==> config.mk <==
export PLATFORM = sky130hd
export DESIGN_NAME = symbol_tagger
export DESIGN_NICKNAME = d
export VERILOG_FILES = /design/src/rtl/ssb_demod_pkg.sv /design/src/rtl/symbol_tagger.sv
export SDC_FILE = /design/constraint.sdc
export NUM_CORES = 1
export LEC_CHECK = 0
export ABC_AREA = 1
export BUFFER_PORTS_ARGS = -buffer_cell sky130_fd_sc_hd__buf_2
export CORE_MARGIN = 2
export CORE_UTILIZATION = 40
export CTS_BUF_LIST = sky130_fd_sc_hd__clkbuf_4
export DETAILED_ROUTE_END_ITERATION = 8
export PLACE_DENSITY = 0.84
export REMOVE_ABC_BUFFERS = 1
export SLEW_MARGIN = 40
export SYNTH_ARGS = -nofsm -noshare
export SYNTH_HDL_FRONTEND = slang
export SYNTH_SLANG_ARGS = --single-unit
==> constraint.sdc <==
create_clock -name clk_i -period 2.9 [get_ports clk_i]
set_input_delay 0 -clock clk_i [delete_from_list [all_inputs] [get_ports clk_i]]
set_output_delay 0 -clock clk_i [all_outputs]
set_load 0.005 [all_outputs]
==> src/rtl/ssb_demod_pkg.sv <==
`default_nettype none

package ssb_demod_pkg;

    localparam int PART_W   = 16;          // one real or imaginary part
    localparam int SAMPLE_W = 2 * PART_W;  // im in the upper half

    typedef struct packed {
        logic signed [PART_W-1:0] im;
        logic signed [PART_W-1:0] re;
    } iq_t;

    localparam int SSB_SYMBOLS = 4;
    localparam int PBCH_SYMBOL = 0;  // output symbol roles
    localparam int SSS_SYMBOL  = 1;

    localparam real PI      = 3.14159265358979323846;
    localparam real Q15_MAX = real'(2 ** (PART_W - 1) - 1);

    // exp(-j*2*pi*k/N) in Q1.15, N = 2**nfft, evaluated at elaboration
    function automatic iq_t twiddle(input int k, input int nfft);
        real ang;
        real c_r;
        real s_r;
        int  c_i;
        int  s_i;
        iq_t w;
        ang = 2.0 * PI * real'(k) / real'(2 ** nfft);
        c_r = $cos(ang) * Q15_MAX;
        s_r = -$sin(ang) * Q15_MAX;
        // round half away from zero
        c_i = (c_r >= 0.0) ? $rtoi(c_r + 0.5) : $rtoi(c_r - 0.5);
        s_i = (s_r >= 0.0) ? $rtoi(s_r + 0.5) : $rtoi(s_r - 0.5);
        w.re = PART_W'(c_i);
        w.im = PART_W'(s_i);
        return w;
    endfunction

endpackage

`default_nettype wire

==> src/rtl/symbol_tagger.sv <==
`default_nettype none

module symbol_tagger (
    input  wire                      clk_i,
    input  wire                      reset_ni,
    input  wire                      ssb_start_i,
    input  wire ssb_demod_pkg::iq_t  bin_data_i,
    input  wire                      bin_valid_i,
    input  wire                      bin_first_i,
    output ssb_demod_pkg::iq_t       out_data_o,
    output logic                     out_valid_o,
    output logic                     symbol_start_o,
    output logic                     pbch_start_o,
    output logic                     pbch_valid_o,
    output logic                     sss_start_o,
    output logic                     sss_valid_o
);

    localparam int SYM_W = $clog2(ssb_demod_pkg::SSB_SYMBOLS + 1);

    localparam logic [SYM_W-1:0] SYM_END  = SYM_W'(ssb_demod_pkg::SSB_SYMBOLS);
    localparam logic [SYM_W-1:0] PBCH_IDX = SYM_W'(ssb_demod_pkg::PBCH_SYMBOL);
    localparam logic [SYM_W-1:0] SSS_IDX  = SYM_W'(ssb_demod_pkg::SSS_SYMBOL);

    logic [SYM_W-1:0] out_sym;  // output symbol within the SSB
    logic             is_pbch;
    logic             is_sss;
    logic             sym_done;

    assign is_pbch  = (out_sym == PBCH_IDX);
    assign is_sss   = (out_sym == SSS_IDX);
    assign sym_done = out_valid_o && !bin_valid_i; // bins of one symbol are back to back

    always_ff @(posedge clk_i) begin
        if (!reset_ni) begin
            out_sym <= '0;
        end else if (ssb_start_i) begin
            out_sym <= '0;
        end else if (sym_done && (out_sym != SYM_END)) begin
            out_sym <= out_sym + 1'b1; // holds at SYM_END, no roles past it
        end
    end

    always_ff @(posedge clk_i) begin
        if (!reset_ni) begin
            out_valid_o    <= 1'b0;
            symbol_start_o <= 1'b0;
            pbch_start_o   <= 1'b0;
            pbch_valid_o   <= 1'b0;
            sss_start_o    <= 1'b0;
            sss_valid_o    <= 1'b0;
        end else begin
            out_valid_o    <= bin_valid_i;
            symbol_start_o <= bin_first_i;
            pbch_start_o   <= bin_first_i && is_pbch;
            pbch_valid_o   <= bin_valid_i && is_pbch;
            sss_start_o    <= bin_first_i && is_sss;
            sss_valid_o    <= bin_valid_i && is_sss;
        end
    end

    // data in step with the flags
    always_ff @(posedge clk_i) begin
        out_data_o <= bin_data_i;
    end

endmodule

`default_nettype wire

==> metrics.txt, run 1 <==
result of the run finished clean; shortest clock period the worst path allows after layout 1.31 ns; most used standard cells in the synthesized netlist sky130_fd_sc_hd__dfxtp_1, sky130_fd_sc_hd__nand2_1, sky130_fd_sc_hd__nor2_1; Total Nets Final 237; max-slew violation count 0; power density normalized to cell area 575 mW/mm^2; post-CTS setup buffers 0; share of the synthesized area in the top cell type 81.3%; Mapped Avg Cell Area 12.9 sq um; DRT antenna net count 0; cell type contributing the most total cell area after synthesis sky130_fd_sc_hd__dfxtp_1; number of clock buffers inserted by TritonCTS 5; effective utilization at floorplan 41.5%; via count of the first global-routing pass 1006; library cell used as clock root buffer sky130_fd_sc_hd__clkbuf_4; setup TNS 0 ns; netlist area before placement 0.00101 sq mm; maximum operating frequency 765 MHz; Final Cycle Share 45.1%; CTS tree done; startpoint kind of the worst setup timing path flip-flop; antenna violations before repair 0; standard-cell row count 18; DRC violation count after routing 0; post-synthesis sequential element count 41; # setup viols final 0; cell count after synthesis 78; core area 0.00243 sq mm; Initial DRT Pass Iterations 5; number of enable-type register cells in the synthesized netlist 0; latest clock arrival within the worst-skew pair 0.36 ns; drt total wl 3840 um; power after layout 0.00108 W; final antenna diode count 0; proportion of synthesized chip area in sequential cells 81.3%; data required time at the worst endpoint 3.16 ns; GR Overflow Total 0; GRT Util Overall 26.7%; kind of capture point of the worst setup path flip-flop; H-Tree Level Count 2; routed length per instance 16.9 um; layout-stage area growth over the synthesis result 85.3%; Post-Route Skew 0.0116 ns; filler instances 129; top flip-flop cell by instance count after synthesis sky130_fd_sc_hd__dfxtp_1; number of vias per cell 4.56; HPWL after detailed placement 1740 um; class of the worst hold path in -> reg; Num Clock Sinks 41; worst max-slew margin expressed relative to the limit 85.6%; fraction of registers with async set or reset after synthesis 0%; unrepaired setup endpoints after global routing false; global-route wire length before repair 5130 um; fraction of layout instances using a drive strength above 1 43.7%; number of resized instances in the post-cts repair step 0; detailed-route via count 1034; Max IR drop VDD 0.000688 V; largest net degree at the start of global routing 13; library cell with the highest instance count after synthesis sky130_fd_sc_hd__dfxtp_1; final hold violation count 0; quantity of I/O buffers inserted on ports 74; number of warnings issued by yosys 0; Area contributors post-synth sky130_fd_sc_hd__dfxtp_1, sky130_fd_sc_hd__ha_1, sky130_fd_sc_hd__nand2_1; I/O pin count 75; CTS Buffer Depth 2; number of distinct library cells after synthesis 12; weighted congestion reported at the end of routability-driven placement 0.748; Die X 54.2 um; arrival time of data at the critical path endpoint 1.57 ns; overall die area 0.00294 sq mm; top fanout value on the critical path 5; Reg clk slew, reported paths 0.13 ns; Maximum Capacitance Violations 0; number of DRC markers in iteration 0 30; Crit Path Class reg -> reg; reported leakage power 0.943 nW; Vert. Die Dim 54.2 um; transition at the pin with the smallest max-transition slack 0.216 ns
worst max-delay path, cell delays in order, from the launching register on:
cell and delay, ns:
sky130_fd_sc_hd__dfxtp_1 0.45, sky130_fd_sc_hd__inv_1 0.09, sky130_fd_sc_hd__ha_1 0.24, sky130_fd_sc_hd__or2_0 0.26, sky130_fd_sc_hd__nor2_1 0.12, sky130_fd_sc_hd__nor2_1 0.06
final cells by class:
| class | count | area [sq um] | area share [%] |
|---|---|---|---|
| sequential | 41 | 821 | 43.9 |
| timing repair buffer | 112 | 751 | 40.1 |
| multi-input combinational | 28 | 155 | 8.29 |
| clock buffer | 5 | 37.5 | 2.01 |
| tap | 30 | 37.5 | 2.01 |
| clock inverter | 2 | 35.0 | 1.87 |
| inverter | 9 | 33.8 | 1.81 |
logic make-up (layout without fill, tap and decap cells):
group	Yosys count	in the layout	synth area share [%]
buf+inv	9	128	3.35
flops	41	41	81.3
compound gates	2	2	0.991
simple gates	23	23	10.7
fa+ha+maj	3	3	3.72
metal layers:
metal  GRT usage, %  vias to the layer above  share of wire [%]
met2           46.8                       72                 51
met5              0                        -                  0
met1           27.9                      477                 37
met3           9.29                       13                9.0
met4           14.2                        0                2.8
li1               -                      472                  -
through the flow:
step	instances	instance area, sq um	utilization, %	hold WS (ns)	setup WS (ns)
detailed placement	182	1420	58.3	0.104	1.78
CTS	227	1870	76.9	0.279	1.66
global placement	182	1420	58.3	0.103	1.82
finish	227	1870	76.9	0.265	1.59
global route	227	1870	76.9	0.267	1.54
floorplan	78	1010	-	0.0277	1.84
registers in the layout, summed over array words and instances, names as in the netlist:
signal,count
out_data_o,32
out_sym,3
out_valid_o,1
pbch_start_o,1
pbch_valid_o,1
sss_start_o,1
sss_valid_o,1
symbol_start_o,1
where the power goes:
part / leakage (nW) / switching, W / internal (W)
logic: 0.559 / 0.0000410 / 0.0000714
registers: 0.344 / 0.0000105 / 0.000591
clock network: 0.0410 / 0.000187 / 0.000176
cells in the final DEF (no fill, tap or decap), drive strengths merged:
cell type	instances
dlygate4sd3	38
nor2	10
a21oi	2
inv	9
bufinv	1
clkbuf	5
buf	74
ha	3
nand2	9
or2	1
dfxtp	41
clkinv	1
nand3	3
worst paths after layout:
check	startpoint	depth (start not counted)	slack, ns	endpoint
worst max-delay path	out_sym[0]$_SDFFE_PP0P_	5	1.59	out_sym[2]$_SDFFE_PP0P_
worst max register to register	out_sym[0]$_SDFFE_PP0P_	5	1.59	out_sym[2]$_SDFFE_PP0P_
worst min-delay path	bin_data_i[10]	2	0.27	out_data_o[10]$_DFF_P_
worst min register to register	out_sym[1]$_SDFFE_PP0P_	2	0.56	out_sym[1]$_SDFFE_PP0P_
what timing repair did:
item	4_1_cts	5_1_grt
hold buffers	38	0
hold endpoints to repair	41	0
setup endpoints to repair	0	0
No activity file was read; power rests on OpenSTA's default activity.
==> run 2, diff against run 1 <==
==> constraint.sdc (replaced) <==
create_clock -name clk_i -period 1.27 [get_ports clk_i]
set_input_delay 0 -clock clk_i [delete_from_list [all_inputs] [get_ports clk_i]]
set_output_delay 0 -clock clk_i [all_outputs]
set_load 0.005 [all_outputs]
==> run 2 against run 1 <==
Against the previous run:
- core utilization down 0.21 points
- setup slack lost 1.5 ns
- final cell count down 0.44%
- combinational power increased by 130%
- sequential power increased by 130%
- clock power increased by 130%
- highest routed layer unchanged
- largest cell class unchanged
==> metrics.txt, run 2 (synthesis results as in run 1) <==
result of the run finished clean; number of DRC markers in iteration 0 16 (-47%); antenna violations before repair 0 (unchanged); I/O pin count 75 (unchanged); Vert. Die Dim 54.2 um (unchanged); arrival time of data at the critical path endpoint 1.46 ns (-0.11 ns); # setup viols final 0 (unchanged); power density normalized to cell area 1320 mW/mm^2 (+130%); largest reg by FF count out_data_o; utilization after layout 76.7% (-0.21 points); class of the worst hold path in -> reg; Num Clock Sinks 41 (unchanged); Final Cycle Share 94.2% (+49 points); Post-Route Skew 0.0100 ns (-0.00160 ns); unrepaired setup endpoints after global routing false; Total Nets Final 236 (-0.42%); effective utilization at floorplan 41.5% (unchanged); flip-flop count of the largest register after layout 32 (unchanged); data required time at the worst endpoint 1.53 ns (-1.63 ns); worst max-slew margin expressed relative to the limit 88.7% (+3.1 points); H-Tree Level Count 2 (unchanged); highest-count cells in the layout ignoring fill and taps sky130_fd_sc_hd__buf_2, sky130_fd_sc_hd__dfxtp_1, sky130_fd_sc_hd__dlygate4sd3_1; Crit Path Class reg -> reg; DRT antenna net count 0 (unchanged); transition at the pin with the smallest max-transition slack 0.170 ns (-0.0467 ns); GRT Util Overall 26.7% (unchanged); detailed-route via count 1026 (-0.77%); maximum operating frequency 836 MHz (+9.3%); final hold violation count 0 (unchanged); standard-cell row count 18 (unchanged); HPWL after detailed placement 1740 um (unchanged); quantity of I/O buffers inserted on ports 74 (unchanged); Worst Reg2Reg Path Length in Cells 5 (unchanged); layout-stage area growth over the synthesis result 84.8%; largest net degree at the start of global routing 13 (unchanged); number of clock buffers inserted by TritonCTS 5 (unchanged); Largest regs out_data_o (32), out_sym (3); reported leakage power 0.939 nW (-0.46%); weighted congestion reported at the end of routability-driven placement 0.748 (about the same); kind of capture point of the worst setup path flip-flop; Reg clk slew, reported paths 0.13 ns (about the same); startpoint kind of the worst setup timing path flip-flop; CTS tree done; max-slew violation count 0 (unchanged); final antenna diode count 0 (unchanged); Die X 54.2 um (unchanged); top fanout value on the critical path 5 (unchanged); Max IR drop VDD 0.00157 V (+130%); Maximum Capacitance Violations 0 (unchanged); CTS Buffer Depth 2 (unchanged); global-route wire length before repair 5130 um (unchanged); via count of the first global-routing pass 1006 (unchanged); DRC violation count after routing 0 (unchanged); setup TNS 0 ns (unchanged); most common library cell in the layout ignoring fill and taps sky130_fd_sc_hd__buf_2; WHS Path Cells 2 (unchanged); number of vias per cell 4.54 (-0.33%); core area 0.00243 sq mm (unchanged); overall die area 0.00294 sq mm (unchanged); library cell used as clock root buffer sky130_fd_sc_hd__clkbuf_4; drt total wl 3820 um (-0.36%); Initial DRT Pass Iterations 4 (-1); fraction of layout instances using a drive strength above 1 44.9% (+1.2 points); latest clock arrival within the worst-skew pair 0.35 ns (about the same); routed length per instance 16.9 um (about the same); GR Overflow Total 0 (unchanged); shortest clock period the worst path allows after layout 1.20 ns (-0.111 ns)
[run 2: cell count changes in the layout (fill, tap and decap cells not counted)]
cell	before	now
sky130_fd_sc_hd__dlygate4sd3_1	38	37
sky130_fd_sc_hd__dfxtp_1	41	39
sky130_fd_sc_hd__dfxtp_2	0	1
sky130_fd_sc_hd__dfxtp_4	0	1
[run 2: critical path, cell delays in order (launching register included)]
cell and delay (ns):
sky130_fd_sc_hd__dfxtp_4 0.39, sky130_fd_sc_hd__inv_1 0.06, sky130_fd_sc_hd__ha_1 0.23, sky130_fd_sc_hd__or2_0 0.26, sky130_fd_sc_hd__nor2_1 0.11, sky130_fd_sc_hd__nor2_1 0.06
[run 2: layer usage]
| metal | track usage (%) | share of wire [%] |
|---|---|---|
| met5 | 0 | 0 |
| met4 | 14.2 | 3.7 |
| met3 | 9.29 | 9.2 |
| met2 | 46.8 | 50 |
| met1 | 27.9 | 37 |
[run 2: worst paths after layout]
path	from	to	slack (ns)
worst max-delay path	out_sym[0]$_SDFFE_PP0P_	out_sym[2]$_SDFFE_PP0P_	0.07
worst min-delay path	bin_data_i[10]	out_data_o[10]$_DFF_P_	0.27
worst max register to register	out_sym[0]$_SDFFE_PP0P_	out_sym[2]$_SDFFE_PP0P_	0.07
worst min register to register	out_sym[1]$_SDFFE_PP0P_	out_sym[1]$_SDFFE_PP0P_	0.52
[run 2: power breakdown]
part	switching, W	leakage [nW]	internal (W)
clock	0.000428	0.0410	0.000401
sequential	0.0000241	0.345	0.00135
combinational	0.0000936	0.553	0.000161
[run 2: repair_timing]
item                                   4_1_cts  5_1_grt
gates resized for setup                      0        3
buffers inserted                             0        0
setup endpoints to repair                    0        3
hold buffers                                38        0
endpoints found under the hold margin       41        0
[run 2: layout make-up]
cell class / instances / area (sq um)
Sequential cell: 41 / 826
Timing Repair Buffer: 111 / 741
Fill cell: 126 / 567
Multi-Input combinational cell: 28 / 155
Clock buffer: 5 / 37.5
Tap cell: 30 / 37.5
Clock inverter: 2 / 35.0
Inverter: 9 / 33.8
[run 2: through the flow]
stage / total power, W / hold slack (ns) / instances / instance area, sq um / worst slack [ns]
finish: 0.00246 / 0.268 / 226 / 1870 / 0.0732
global route: 0.00253 / 0.267 / 226 / 1870 / 0.0221
CTS: 0.00240 / 0.279 / 227 / 1870 / 0.0269
detailed placement: 0.00154 / 0.104 / 182 / 1420 / 0.145
global placement: 0.00153 / 0.103 / 182 / 1420 / 0.195
floorplan: 0.00143 / 0.0277 / 78 / 1010 / 0.210
