==> config.mk <==
export PLATFORM = sky130hd
export DESIGN_NAME = cp_remover
export DESIGN_NICKNAME = d
export VERILOG_FILES = /design/src/rtl/ssb_demod_pkg.sv /design/src/rtl/cp_remover.sv
export SDC_FILE = /design/constraint.sdc
export NUM_CORES = 1
export LEC_CHECK = 0
export BUFFER_PORTS_ARGS = -buffer_cell sky130_fd_sc_hd__buf_2
export CORE_ASPECT_RATIO = 1.1
export CORE_MARGIN = 5
export CORE_UTILIZATION = 30
export CTS_BUF_LIST = sky130_fd_sc_hd__clkbuf_4 sky130_fd_sc_hd__clkbuf_8
export DETAILED_ROUTE_END_ITERATION = 10
export PLACE_DENSITY = 0.58
export REMOVE_ABC_BUFFERS = 1
export SKIP_CTS_REPAIR_TIMING = 1
export SKIP_LAST_GASP = 1
export SYNTH_ARGS = -nofsm -noshare
export SYNTH_HDL_FRONTEND = slang
export SYNTH_SLANG_ARGS = --single-unit
==> constraint.sdc <==
create_clock -name clk_i -period 1.97 [get_ports clk_i]
set_input_delay 0.4925 -clock clk_i [delete_from_list [all_inputs] [get_ports clk_i]]
set_output_delay 0.4925 -clock clk_i [all_outputs]
set_load 0.05 [all_outputs]
==> src/rtl/ssb_demod_pkg.sv <==
`default_nettype none

package ssb_demod_pkg;

    localparam int PART_W   = 16;          // one real or imaginary part
    localparam int SAMPLE_W = 2 * PART_W;  // im in the upper half

    typedef struct packed {
        logic signed [PART_W-1:0] im;
        logic signed [PART_W-1:0] re;
    } iq_t;

    localparam int SSB_SYMBOLS = 4;
    localparam int PBCH_SYMBOL = 0;  // output symbol roles
    localparam int SSS_SYMBOL  = 1;

    localparam real PI      = 3.14159265358979323846;
    localparam real Q15_MAX = real'(2 ** (PART_W - 1) - 1);

    // exp(-j*2*pi*k/N) in Q1.15, N = 2**nfft, evaluated at elaboration
    function automatic iq_t twiddle(input int k, input int nfft);
        real ang;
        real c_r;
        real s_r;
        int  c_i;
        int  s_i;
        iq_t w;
        ang = 2.0 * PI * real'(k) / real'(2 ** nfft);
        c_r = $cos(ang) * Q15_MAX;
        s_r = -$sin(ang) * Q15_MAX;
        // round half away from zero
        c_i = (c_r >= 0.0) ? $rtoi(c_r + 0.5) : $rtoi(c_r - 0.5);
        s_i = (s_r >= 0.0) ? $rtoi(s_r + 0.5) : $rtoi(s_r - 0.5);
        w.re = PART_W'(c_i);
        w.im = PART_W'(s_i);
        return w;
    endfunction

endpackage

`default_nettype wire

==> src/rtl/cp_remover.sv <==
`default_nettype none

module cp_remover #(
    parameter int NFFT   = 8,
    parameter int CP_LEN = 18
) (
    input  wire                      clk_i,
    input  wire                      reset_ni,
    input  wire                      ssb_start_i,
    input  wire ssb_demod_pkg::iq_t  in_data_i,
    input  wire                      in_valid_i,
    output ssb_demod_pkg::iq_t       sym_data_o,
    output logic                     sym_valid_o,
    output logic                     sym_last_o
);

    localparam int FFT_LEN = 2 ** NFFT;
    localparam int CP_W    = $clog2(CP_LEN + 1);
    localparam int SYM_W   = $clog2(ssb_demod_pkg::SSB_SYMBOLS);

    localparam logic [CP_W-1:0]  CP_LAST   = CP_W'(CP_LEN - 1);
    localparam logic [NFFT-1:0]  BODY_LAST = NFFT'(FFT_LEN - 1);
    localparam logic [SYM_W-1:0] SYM_LAST  = SYM_W'(ssb_demod_pkg::SSB_SYMBOLS - 1);

    typedef enum logic [1:0] {
        S_IDLE,
        S_SKIP,
        S_BODY
    } state_t;

    state_t           state;
    logic [CP_W-1:0]  cp_cnt;
    logic [NFFT-1:0]  body_cnt;
    logic [SYM_W-1:0] sym_cnt;
    logic             body_last;

    assign body_last = (body_cnt == BODY_LAST);

    always_ff @(posedge clk_i) begin
        if (!reset_ni) begin
            state       <= S_IDLE;
            cp_cnt      <= '0;
            body_cnt    <= '0;
            sym_cnt     <= '0;
            sym_valid_o <= 1'b0;
            sym_last_o  <= 1'b0;
        end else begin
            sym_valid_o <= in_valid_i && (state == S_BODY) && !ssb_start_i;
            sym_last_o  <= in_valid_i && (state == S_BODY) && !ssb_start_i && body_last;
            if (ssb_start_i) begin // restart framing, sample in this cycle dropped
                state    <= S_SKIP;
                cp_cnt   <= '0;
                body_cnt <= '0;
                sym_cnt  <= '0;
            end else if (in_valid_i) begin
                case (state)
                    S_SKIP: begin
                        cp_cnt <= (cp_cnt == CP_LAST) ? '0 : cp_cnt + 1'b1;
                        if (cp_cnt == CP_LAST) state <= S_BODY;
                    end
                    S_BODY: begin
                        body_cnt <= body_last ? '0 : body_cnt + 1'b1;
                        if (body_last) begin
                            sym_cnt <= sym_cnt + 1'b1;
                            state   <= (sym_cnt == SYM_LAST) ? S_IDLE : S_SKIP;
                        end
                    end
                    default: ; // idle until the next start pulse
                endcase
            end
        end
    end

    always_ff @(posedge clk_i) begin
        sym_data_o <= in_data_i;
    end

endmodule

`default_nettype wire

==> metrics.json, run 1 <==
{
  "leakage_nw": 0.8991,
  "critical_path.n_buffers_inverters": 0,
  "seqPwrFrac_pct": 56.0,
  "fin_skew_ps": 10.11,
  "crit_path_slowest_cell": "sky130_fd_sc_hd__or4_1",
  "first_global_vias": 1233,
  "cts.htree.levels": 2,
  "clock_latency_ps": 300,
  "start_kind": "flop",
  "worst_hold_path_type": "input pin to flop",
  "max_cap_viol_count": 0,
  "timing.final.max_slew_violations": 0,
  "ir_drop_mv": 0.5649,
  "post_syn_area_um2": 1531,
  "die-height_um": 84.94,
  "route.antenna.remaining_nets": 0,
  "numPortBuffers": 69,
  "critical_path_class": "flop to flop",
  "yosys_warnings": 0,
  "total_switching_power_uw": 537.5,
  "place_congestion": 0.7702,
  "io-pin-count": 70,
  "tritoncts.num_buffers": 5,
  "most-common-layout-cells": "sky130_fd_sc_hd__buf_2 (69), sky130_fd_sc_hd__dfxtp_1 (51), sky130_fd_sc_hd__a21oi_1 (9)",
  "hold_violations": 0,
  "fmax_mhz": 574.8,
  "antenna_violations_before_repair": 0,
  "timing.final.setup_violations": 0,
  "insertedDiodeCount": 0,
  "run_status": "complete, no violations",
  "grt_max_degree": 20,
  "power_switching_share_pct": 27.96,
  "critical_path_peak_fanout": 11,
  "grt_busiest_layer": "met2",
  "finish.net_count": 246,
  "num_rows": 27,
  "rsz0062_at_grt": "no",
  "floorplan.die_area_um2": 6636,
  "critical_path_required_ps": 2210,
  "cts_root_buffer": "sky130_fd_sc_hd__clkbuf_8",
  "post-route-period-util_pct": 88.31,
  "portion_of_total_power_attributed_to_combinational_logic_pct": 11.2,
  "grt_use_met3_pct": 6.900,
  "cts_tree": "done",
  "floorplan.core_area_um2": 4966,
  "numPlacedInstances": 257,
  "global_route.usage.total_pct": 10.22,
  "setup_tns_ps": 0,
  "critical_path_arrival_ps": 1980,
  "route.detailed.wl_per_inst_um": 12.60,
  "place.detailed.hpwl_um": 2501,
  "finalWirelength_um": 3340,
  "slew_headroom_pct": 70.31,
  "timing_worst_slew_pin_value_ps": 441.6,
  "period_needed_ps": 1740,
  "crit_family": "simple AND/OR/NAND/NOR gates",
  "internal_power_mw": 1.385,
  "number_of_detailed_routing_iterations_run_before_antenna_repair": 4,
  "area_delta_synth_final_pct": 34.64,
  "globalRoute.totalOverflow": 0,
  "initial_core_util_pct": 30.84,
  "p_per_area_nw_per_um2": 932.3,
  "seq_area_frac_synth_pct": 66.67,
  "globalRouteMet2Util_pct": 15.74,
  "grt_first_pass_wirelength_um": 5382,
  "end_kind": "flop",
  "layout_commonest_cell": "sky130_fd_sc_hd__buf_2",
  "synthCells": 131,
  "clock_power_share_pct": 32.8,
  "clock_tree.buffer_depth": 2,
  "worst_setup_hold_path_clk_slew_ps": 110,
  "clock-sinks": 51,
  "finalNonFillerCells": 265,
  "worstPathCellList": "ha_1 > nand3_1 > or4_1 > a21oi_1",
  "drtIter0Drc": 53,
  "die-width_um": 78.13,
  "final_layout_size_suffix_gt1_share_pct": 39.13,
  "vias": 1209,
  "grt_util_met1_pct": 10.72,
  "vias_per_cell": 4.562,
  "synth.ff_latch_count": 51,
  "fillers": 485,
  "synth_cell_type_count": 31,
  "drt_drc_violations_left": 0,
  "cpPeakStageDelay_ps": 570,
  "average_footprint_of_a_synthesized_cell_um2": 11.69
}
-- Yosys cell counts --
master,instances,area [um2]
sky130_fd_sc_hd__mux2i_1,1,10.01
sky130_fd_sc_hd__nand4_1,1,6.260
sky130_fd_sc_hd__nand2b_1,1,6.260
sky130_fd_sc_hd__ha_1,4,50.05
sky130_fd_sc_hd__nand3b_1,3,22.52
sky130_fd_sc_hd__o31ai_1,4,30.03
sky130_fd_sc_hd__buf_2,2,10.01
sky130_fd_sc_hd__nor2b_1,2,12.51
sky130_fd_sc_hd__o21ai_0,5,25.02
sky130_fd_sc_hd__or2_2,1,6.260
sky130_fd_sc_hd__o21bai_1,1,7.510
sky130_fd_sc_hd__or3_1,4,25.02
sky130_fd_sc_hd__o211a_1,1,10.01
sky130_fd_sc_hd__nand4b_1,2,17.52
sky130_fd_sc_hd__xor2_1,3,26.28
sky130_fd_sc_hd__clkbuf_1,2,7.510
sky130_fd_sc_hd__inv_1,2,7.510
sky130_fd_sc_hd__nand3_1,4,20.02
sky130_fd_sc_hd__nor3_1,1,5.000
sky130_fd_sc_hd__o41ai_1,1,8.760
sky130_fd_sc_hd__nor4_1,3,18.77
sky130_fd_sc_hd__nand2_1,8,30.03
sky130_fd_sc_hd__xnor2_1,1,8.760
sky130_fd_sc_hd__nor3b_1,1,7.510
sky130_fd_sc_hd__a21oi_1,9,45.04
sky130_fd_sc_hd__nand4bb_1,1,11.26
sky130_fd_sc_hd__dfxtp_1,51,1021
sky130_fd_sc_hd__or4_1,4,30.03
sky130_fd_sc_hd__o311ai_0,1,8.760
sky130_fd_sc_hd__nor2_1,5,18.77
sky130_fd_sc_hd__o31a_1,2,17.52
-- cell type report --
| class | instances | area [um2] | share of cell area [%] |
|---|---|---|---|
| sequential | 51 | 1021 | 49.51 |
| multi-input combinational | 74 | 485.5 | 23.54 |
| timing repair buffer | 72 | 380.4 | 18.45 |
| tap | 58 | 72.57 | 3.519 |
| clock buffer | 5 | 68.82 | 3.337 |
| clock inverter | 3 | 26.28 | 1.274 |
| inverter | 2 | 7.507 | 0.3641 |
-- final timing paths --
path / from / endpoint / slack [ps] / cells after the start
setup / recovery: body_cnt[0] / body_cnt[6] / 230 / 4
hold / removal: in_data_i[19] / sym_data_o[19] / 270 / 1
setup reg to reg: body_cnt[0] / body_cnt[6] / 230 / 4
hold reg to reg: cp_cnt[1] / cp_cnt[1] / 490 / 2
-- power groups by stage --
stage | registers (mW) | logic (mW) | clock network (mW)
floorplan | 1.23 | 0.0135 | 0
global placement | 1.10 | 0.216 | 0
detailed placement | 1.10 | 0.217 | 0
CTS | 1.08 | 0.217 | 0.648
global route | 1.08 | 0.227 | 0.691
finish | 1.08 | 0.215 | 0.631
-- routing by layer --
| layer | vias up | share of wire, % |
|---|---|---|
| met2 | 54 | 44 |
| met1 | 534 | 40 |
| met4 | 0 | 2.0 |
| met5 | - | 0 |
| li1 | 615 | - |
| met3 | 6 | 14 |
-- through the flow --
stage / power [mW] / cell area (um2) / setup slack, ps / utilization [%] / hold slack [ps]
after detailed placement: 1.319 / 1967 / 272.3 / 39.61 / 475.7
after floorplan: 1.240 / 1514 / 274.6 / - / 456.2
final: 1.922 / 2062 / 230.2 / 41.52 / 274.3
after global routing: 1.999 / 2062 / 87.65 / 41.52 / 257.6
after CTS: 1.943 / 2062 / 242.5 / 41.52 / 269.4
after global placement: 1.316 / 1967 / 303.4 / 39.61 / 474.2
-- flip-flops by register name, summed over array words and instances (netlist names) --
| signal | flops |
|---|---|
| sym_valid_o | 1 |
| sym_cnt | 2 |
| sym_last_o | 1 |
| state | 2 |
| cp_cnt | 5 |
| body_cnt | 8 |
| sym_data_o | 32 |
-- cell families (layout without fill, tap and decap cells) --
logic type      Yosys count  count (layout)  synth area share, %
buf+inv                   6              82                1.634
simple gates             41              41                15.52
compound gates           24              24                9.968
fa+ha+maj                 4               4                3.268
flops                    51              51                66.67
xor+xnor                  4               4                2.288
mux                       1               1               0.6536
Note: power is estimated with default switching activity, not from simulation.
==> inputs of run 2 (changes only) <==
- ABC_AREA: not set -> 1
==> metrics.json, run 2 <==
{
  "run_status": "complete, no violations",
  "p_per_area_nw_per_um2": 906.3,
  "max_cap_viol_count": 0,
  "largest_register_ff_count": 32,
  "timing.final.setup_violations": 0,
  "dpl_worst_slack_ps": 563.3,
  "leakage_nw": 1.002,
  "internal_power_mw": 1.392,
  "critical_path_peak_fanout": 5,
  "worst_hold_path_type": "input pin to flop",
  "fmax_mhz": 711.9,
  "hold_violations": 0,
  "critical_path_arrival_ps": 1600,
  "seq_area_frac_synth_pct": 64.30,
  "yosys_warnings": 0,
  "antenna_violations_before_repair": 0,
  "post-route-period-util_pct": 71.31,
  "slew_headroom_pct": 79.04,
  "sequential_cell_area_um2": 1021,
  "tritoncts.num_buffers": 5,
  "numPlacedInstances": 282,
  "final_layout_size_suffix_gt1_share_pct": 40.95,
  "postSynth.topFlopCell": "sky130_fd_sc_hd__dfxtp_1",
  "finish.net_count": 271,
  "route.antenna.remaining_nets": 0,
  "total_switching_power_uw": 509.3,
  "grt_max_degree": 17,
  "drt_drc_violations_left": 0,
  "num_rows": 27,
  "timing.final.max_slew_violations": 0,
  "power_switching_share_pct": 26.78,
  "layout_setup_ws_ps": 565.3,
  "die-width_um": 79.37,
  "finalNonFillerCells": 290,
  "insertedDiodeCount": 0,
  "cts_root_buffer": "sky130_fd_sc_hd__clkbuf_8",
  "post_syn_area_um2": 1588,
  "most-common-layout-cells": "sky130_fd_sc_hd__buf_2 (69), sky130_fd_sc_hd__dfxtp_1 (51), sky130_fd_sc_hd__nand2_1 (26)",
  "drtIter0Drc": 55,
  "final_cell_area_um2": 2098,
  "area_delta_synth_final_pct": 32.15,
  "place.detailed.hpwl_um": 2304,
  "cts.htree.levels": 2,
  "globalRoute.totalOverflow": 0,
  "floorplan.die_area_um2": 6849,
  "top_cell_type_by_total_area_after_synthesis": "sky130_fd_sc_hd__dfxtp_1",
  "place_congestion": 0.7398,
  "synth-edff-count": 0,
  "die-height_um": 86.30,
  "ys_top_cells_by_area": "sky130_fd_sc_hd__dfxtp_1 (64%), sky130_fd_sc_hd__nand2_1 (6.1%), sky130_fd_sc_hd__nor2_1 (3.5%)",
  "registers.top_by_ff_count": "sym_data_o",
  "layout_commonest_cell": "sky130_fd_sc_hd__buf_2",
  "synth_top_cell_area_share_pct": 64.30,
  "portion_of_total_power_attributed_to_combinational_logic_pct": 11.5,
  "seqPwrFrac_pct": 56.6,
  "first_global_vias": 1146,
  "synth_cell_type_count": 26,
  "period_needed_ps": 1405,
  "rsz0062_at_grt": "no",
  "average_footprint_of_a_synthesized_cell_um2": 10.24,
  "ir_drop_mv": 0.5288,
  "fillers": 507,
  "start_kind": "flop",
  "global_route.usage.total_pct": 9.300,
  "route.detailed.wl_per_inst_um": 9.983,
  "area_of_combinational_cells_with_multiple_inputs_um2": 499.2,
  "synth_async_sr_flop_share_pct": 0,
  "synthCells": 155,
  "dpl_cell_area_um2": 2006,
  "clock_tree.buffer_depth": 2,
  "floorplan.core_area_um2": 5067,
  "final_util_pct": 41.41,
  "vias": 1189,
  "clock_power_share_pct": 31.8,
  "setup_tns_ps": 0,
  "fin_skew_ps": 6.059,
  "critical_path_required_ps": 2170,
  "yosysMostFrequentCell": "sky130_fd_sc_hd__dfxtp_1",
  "critical_path_class": "flop to flop",
  "grt_first_pass_wirelength_um": 5002,
  "largest_registers": "sym_data_o (32), body_cnt (8), cp_cnt (5)",
  "timing_worst_slew_pin_value_ps": 312.1,
  "io-pin-count": 70,
  "clock_latency_ps": 290,
  "end_kind": "flop",
  "number_of_detailed_routing_iterations_run_before_antenna_repair": 4,
  "cts_tree": "done",
  "clock-sinks": 51,
  "finalWirelength_um": 2895,
  "synth.ff_latch_count": 51,
  "worst_setup_hold_path_clk_slew_ps": 90,
  "synth.cells.most_frequent": "sky130_fd_sc_hd__dfxtp_1 (51), sky130_fd_sc_hd__nand2_1 (26), sky130_fd_sc_hd__nor2_1 (15)",
  "vias_per_cell": 4.100,
  "initial_core_util_pct": 31.33,
  "numPortBuffers": 69
}
-- run 2: cell types whose count changed in the layout (fill, tap and decap cells not counted), sizes merged, moves of 3 or more --
cell,previous run,this run
a21oi,9,3
buf,72,69
inv,4,19
nand2,8,29
nand3,4,12
nor2,5,20
nor4,3,0
o31ai,4,0
or3,4,0
or4,4,0
-- run 2: power by group through the flow --
stage          Clock (mW)  Sequential, mW  Combinational (mW)
2_1_floorplan           0            1.23              0.0231
3_3_place_gp            0            1.10               0.222
3_5_place_dp            0            1.10               0.222
4_1_cts             0.637            1.08               0.222
5_1_grt             0.681            1.08               0.235
6_report            0.605            1.08               0.220
-- run 2: final cells by class --
| type | count | share of cell area (%) |
|---|---|---|
| tap | 58 | 3.459 |
| timing repair buffer | 69 | 16.46 |
| multi-input combinational | 86 | 23.79 |
| inverter | 18 | 3.220 |
| clock inverter | 2 | 0.7752 |
| sequential | 51 | 48.66 |
| clock buffer | 6 | 3.637 |
-- run 2: worst paths after layout --
check,startpoint,endpoint,slack [ps],depth (start not counted)
min,in_data_i[19],sym_data_o[19],290,1
min reg2reg,sym_cnt[1],sym_cnt[1],460,2
max,cp_cnt[0],cp_cnt[4],570,8
max reg2reg,cp_cnt[0],cp_cnt[4],570,8
-- run 2: worst max-delay path, cell delays in order, from the launching register on --
cell	delay, ps
sky130_fd_sc_hd__dfxtp_1	410
sky130_fd_sc_hd__ha_1	180
sky130_fd_sc_hd__nand2_1	50
sky130_fd_sc_hd__nor3_1	250
sky130_fd_sc_hd__nand2_1	110
sky130_fd_sc_hd__nand2_1	170
sky130_fd_sc_hd__inv_2	40
sky130_fd_sc_hd__nand2_1	60
sky130_fd_sc_hd__nor2_1	30
-- run 2: cells by family (layout without fill, tap and decap cells) --
logic type	after synthesis	after routing	share of synthesized area [%]
fa+ha+maj	4	4	3.152
compound gates	11	11	3.703
xor+xnor	3	3	1.655
simple gates	68	68	22.93
buf+inv	18	95	4.255
flops	51	51	64.30
-- run 2: metal layers --
layer	share of wire [%]	global-route usage, %
met1	41	10.55
met2	44	13.86
met3	13	5.717
met4	1.5	4.219
met5	0	0
-- run 2: stage by stage --
stage | hold WS [ps] | total power [mW]
after global placement | 435.8 | 1.324
after CTS | 273.5 | 1.937
after global routing | 261.4 | 1.998
after floorplan | 422.8 | 1.250
final | 288.2 | 1.902
after detailed placement | 446.8 | 1.324
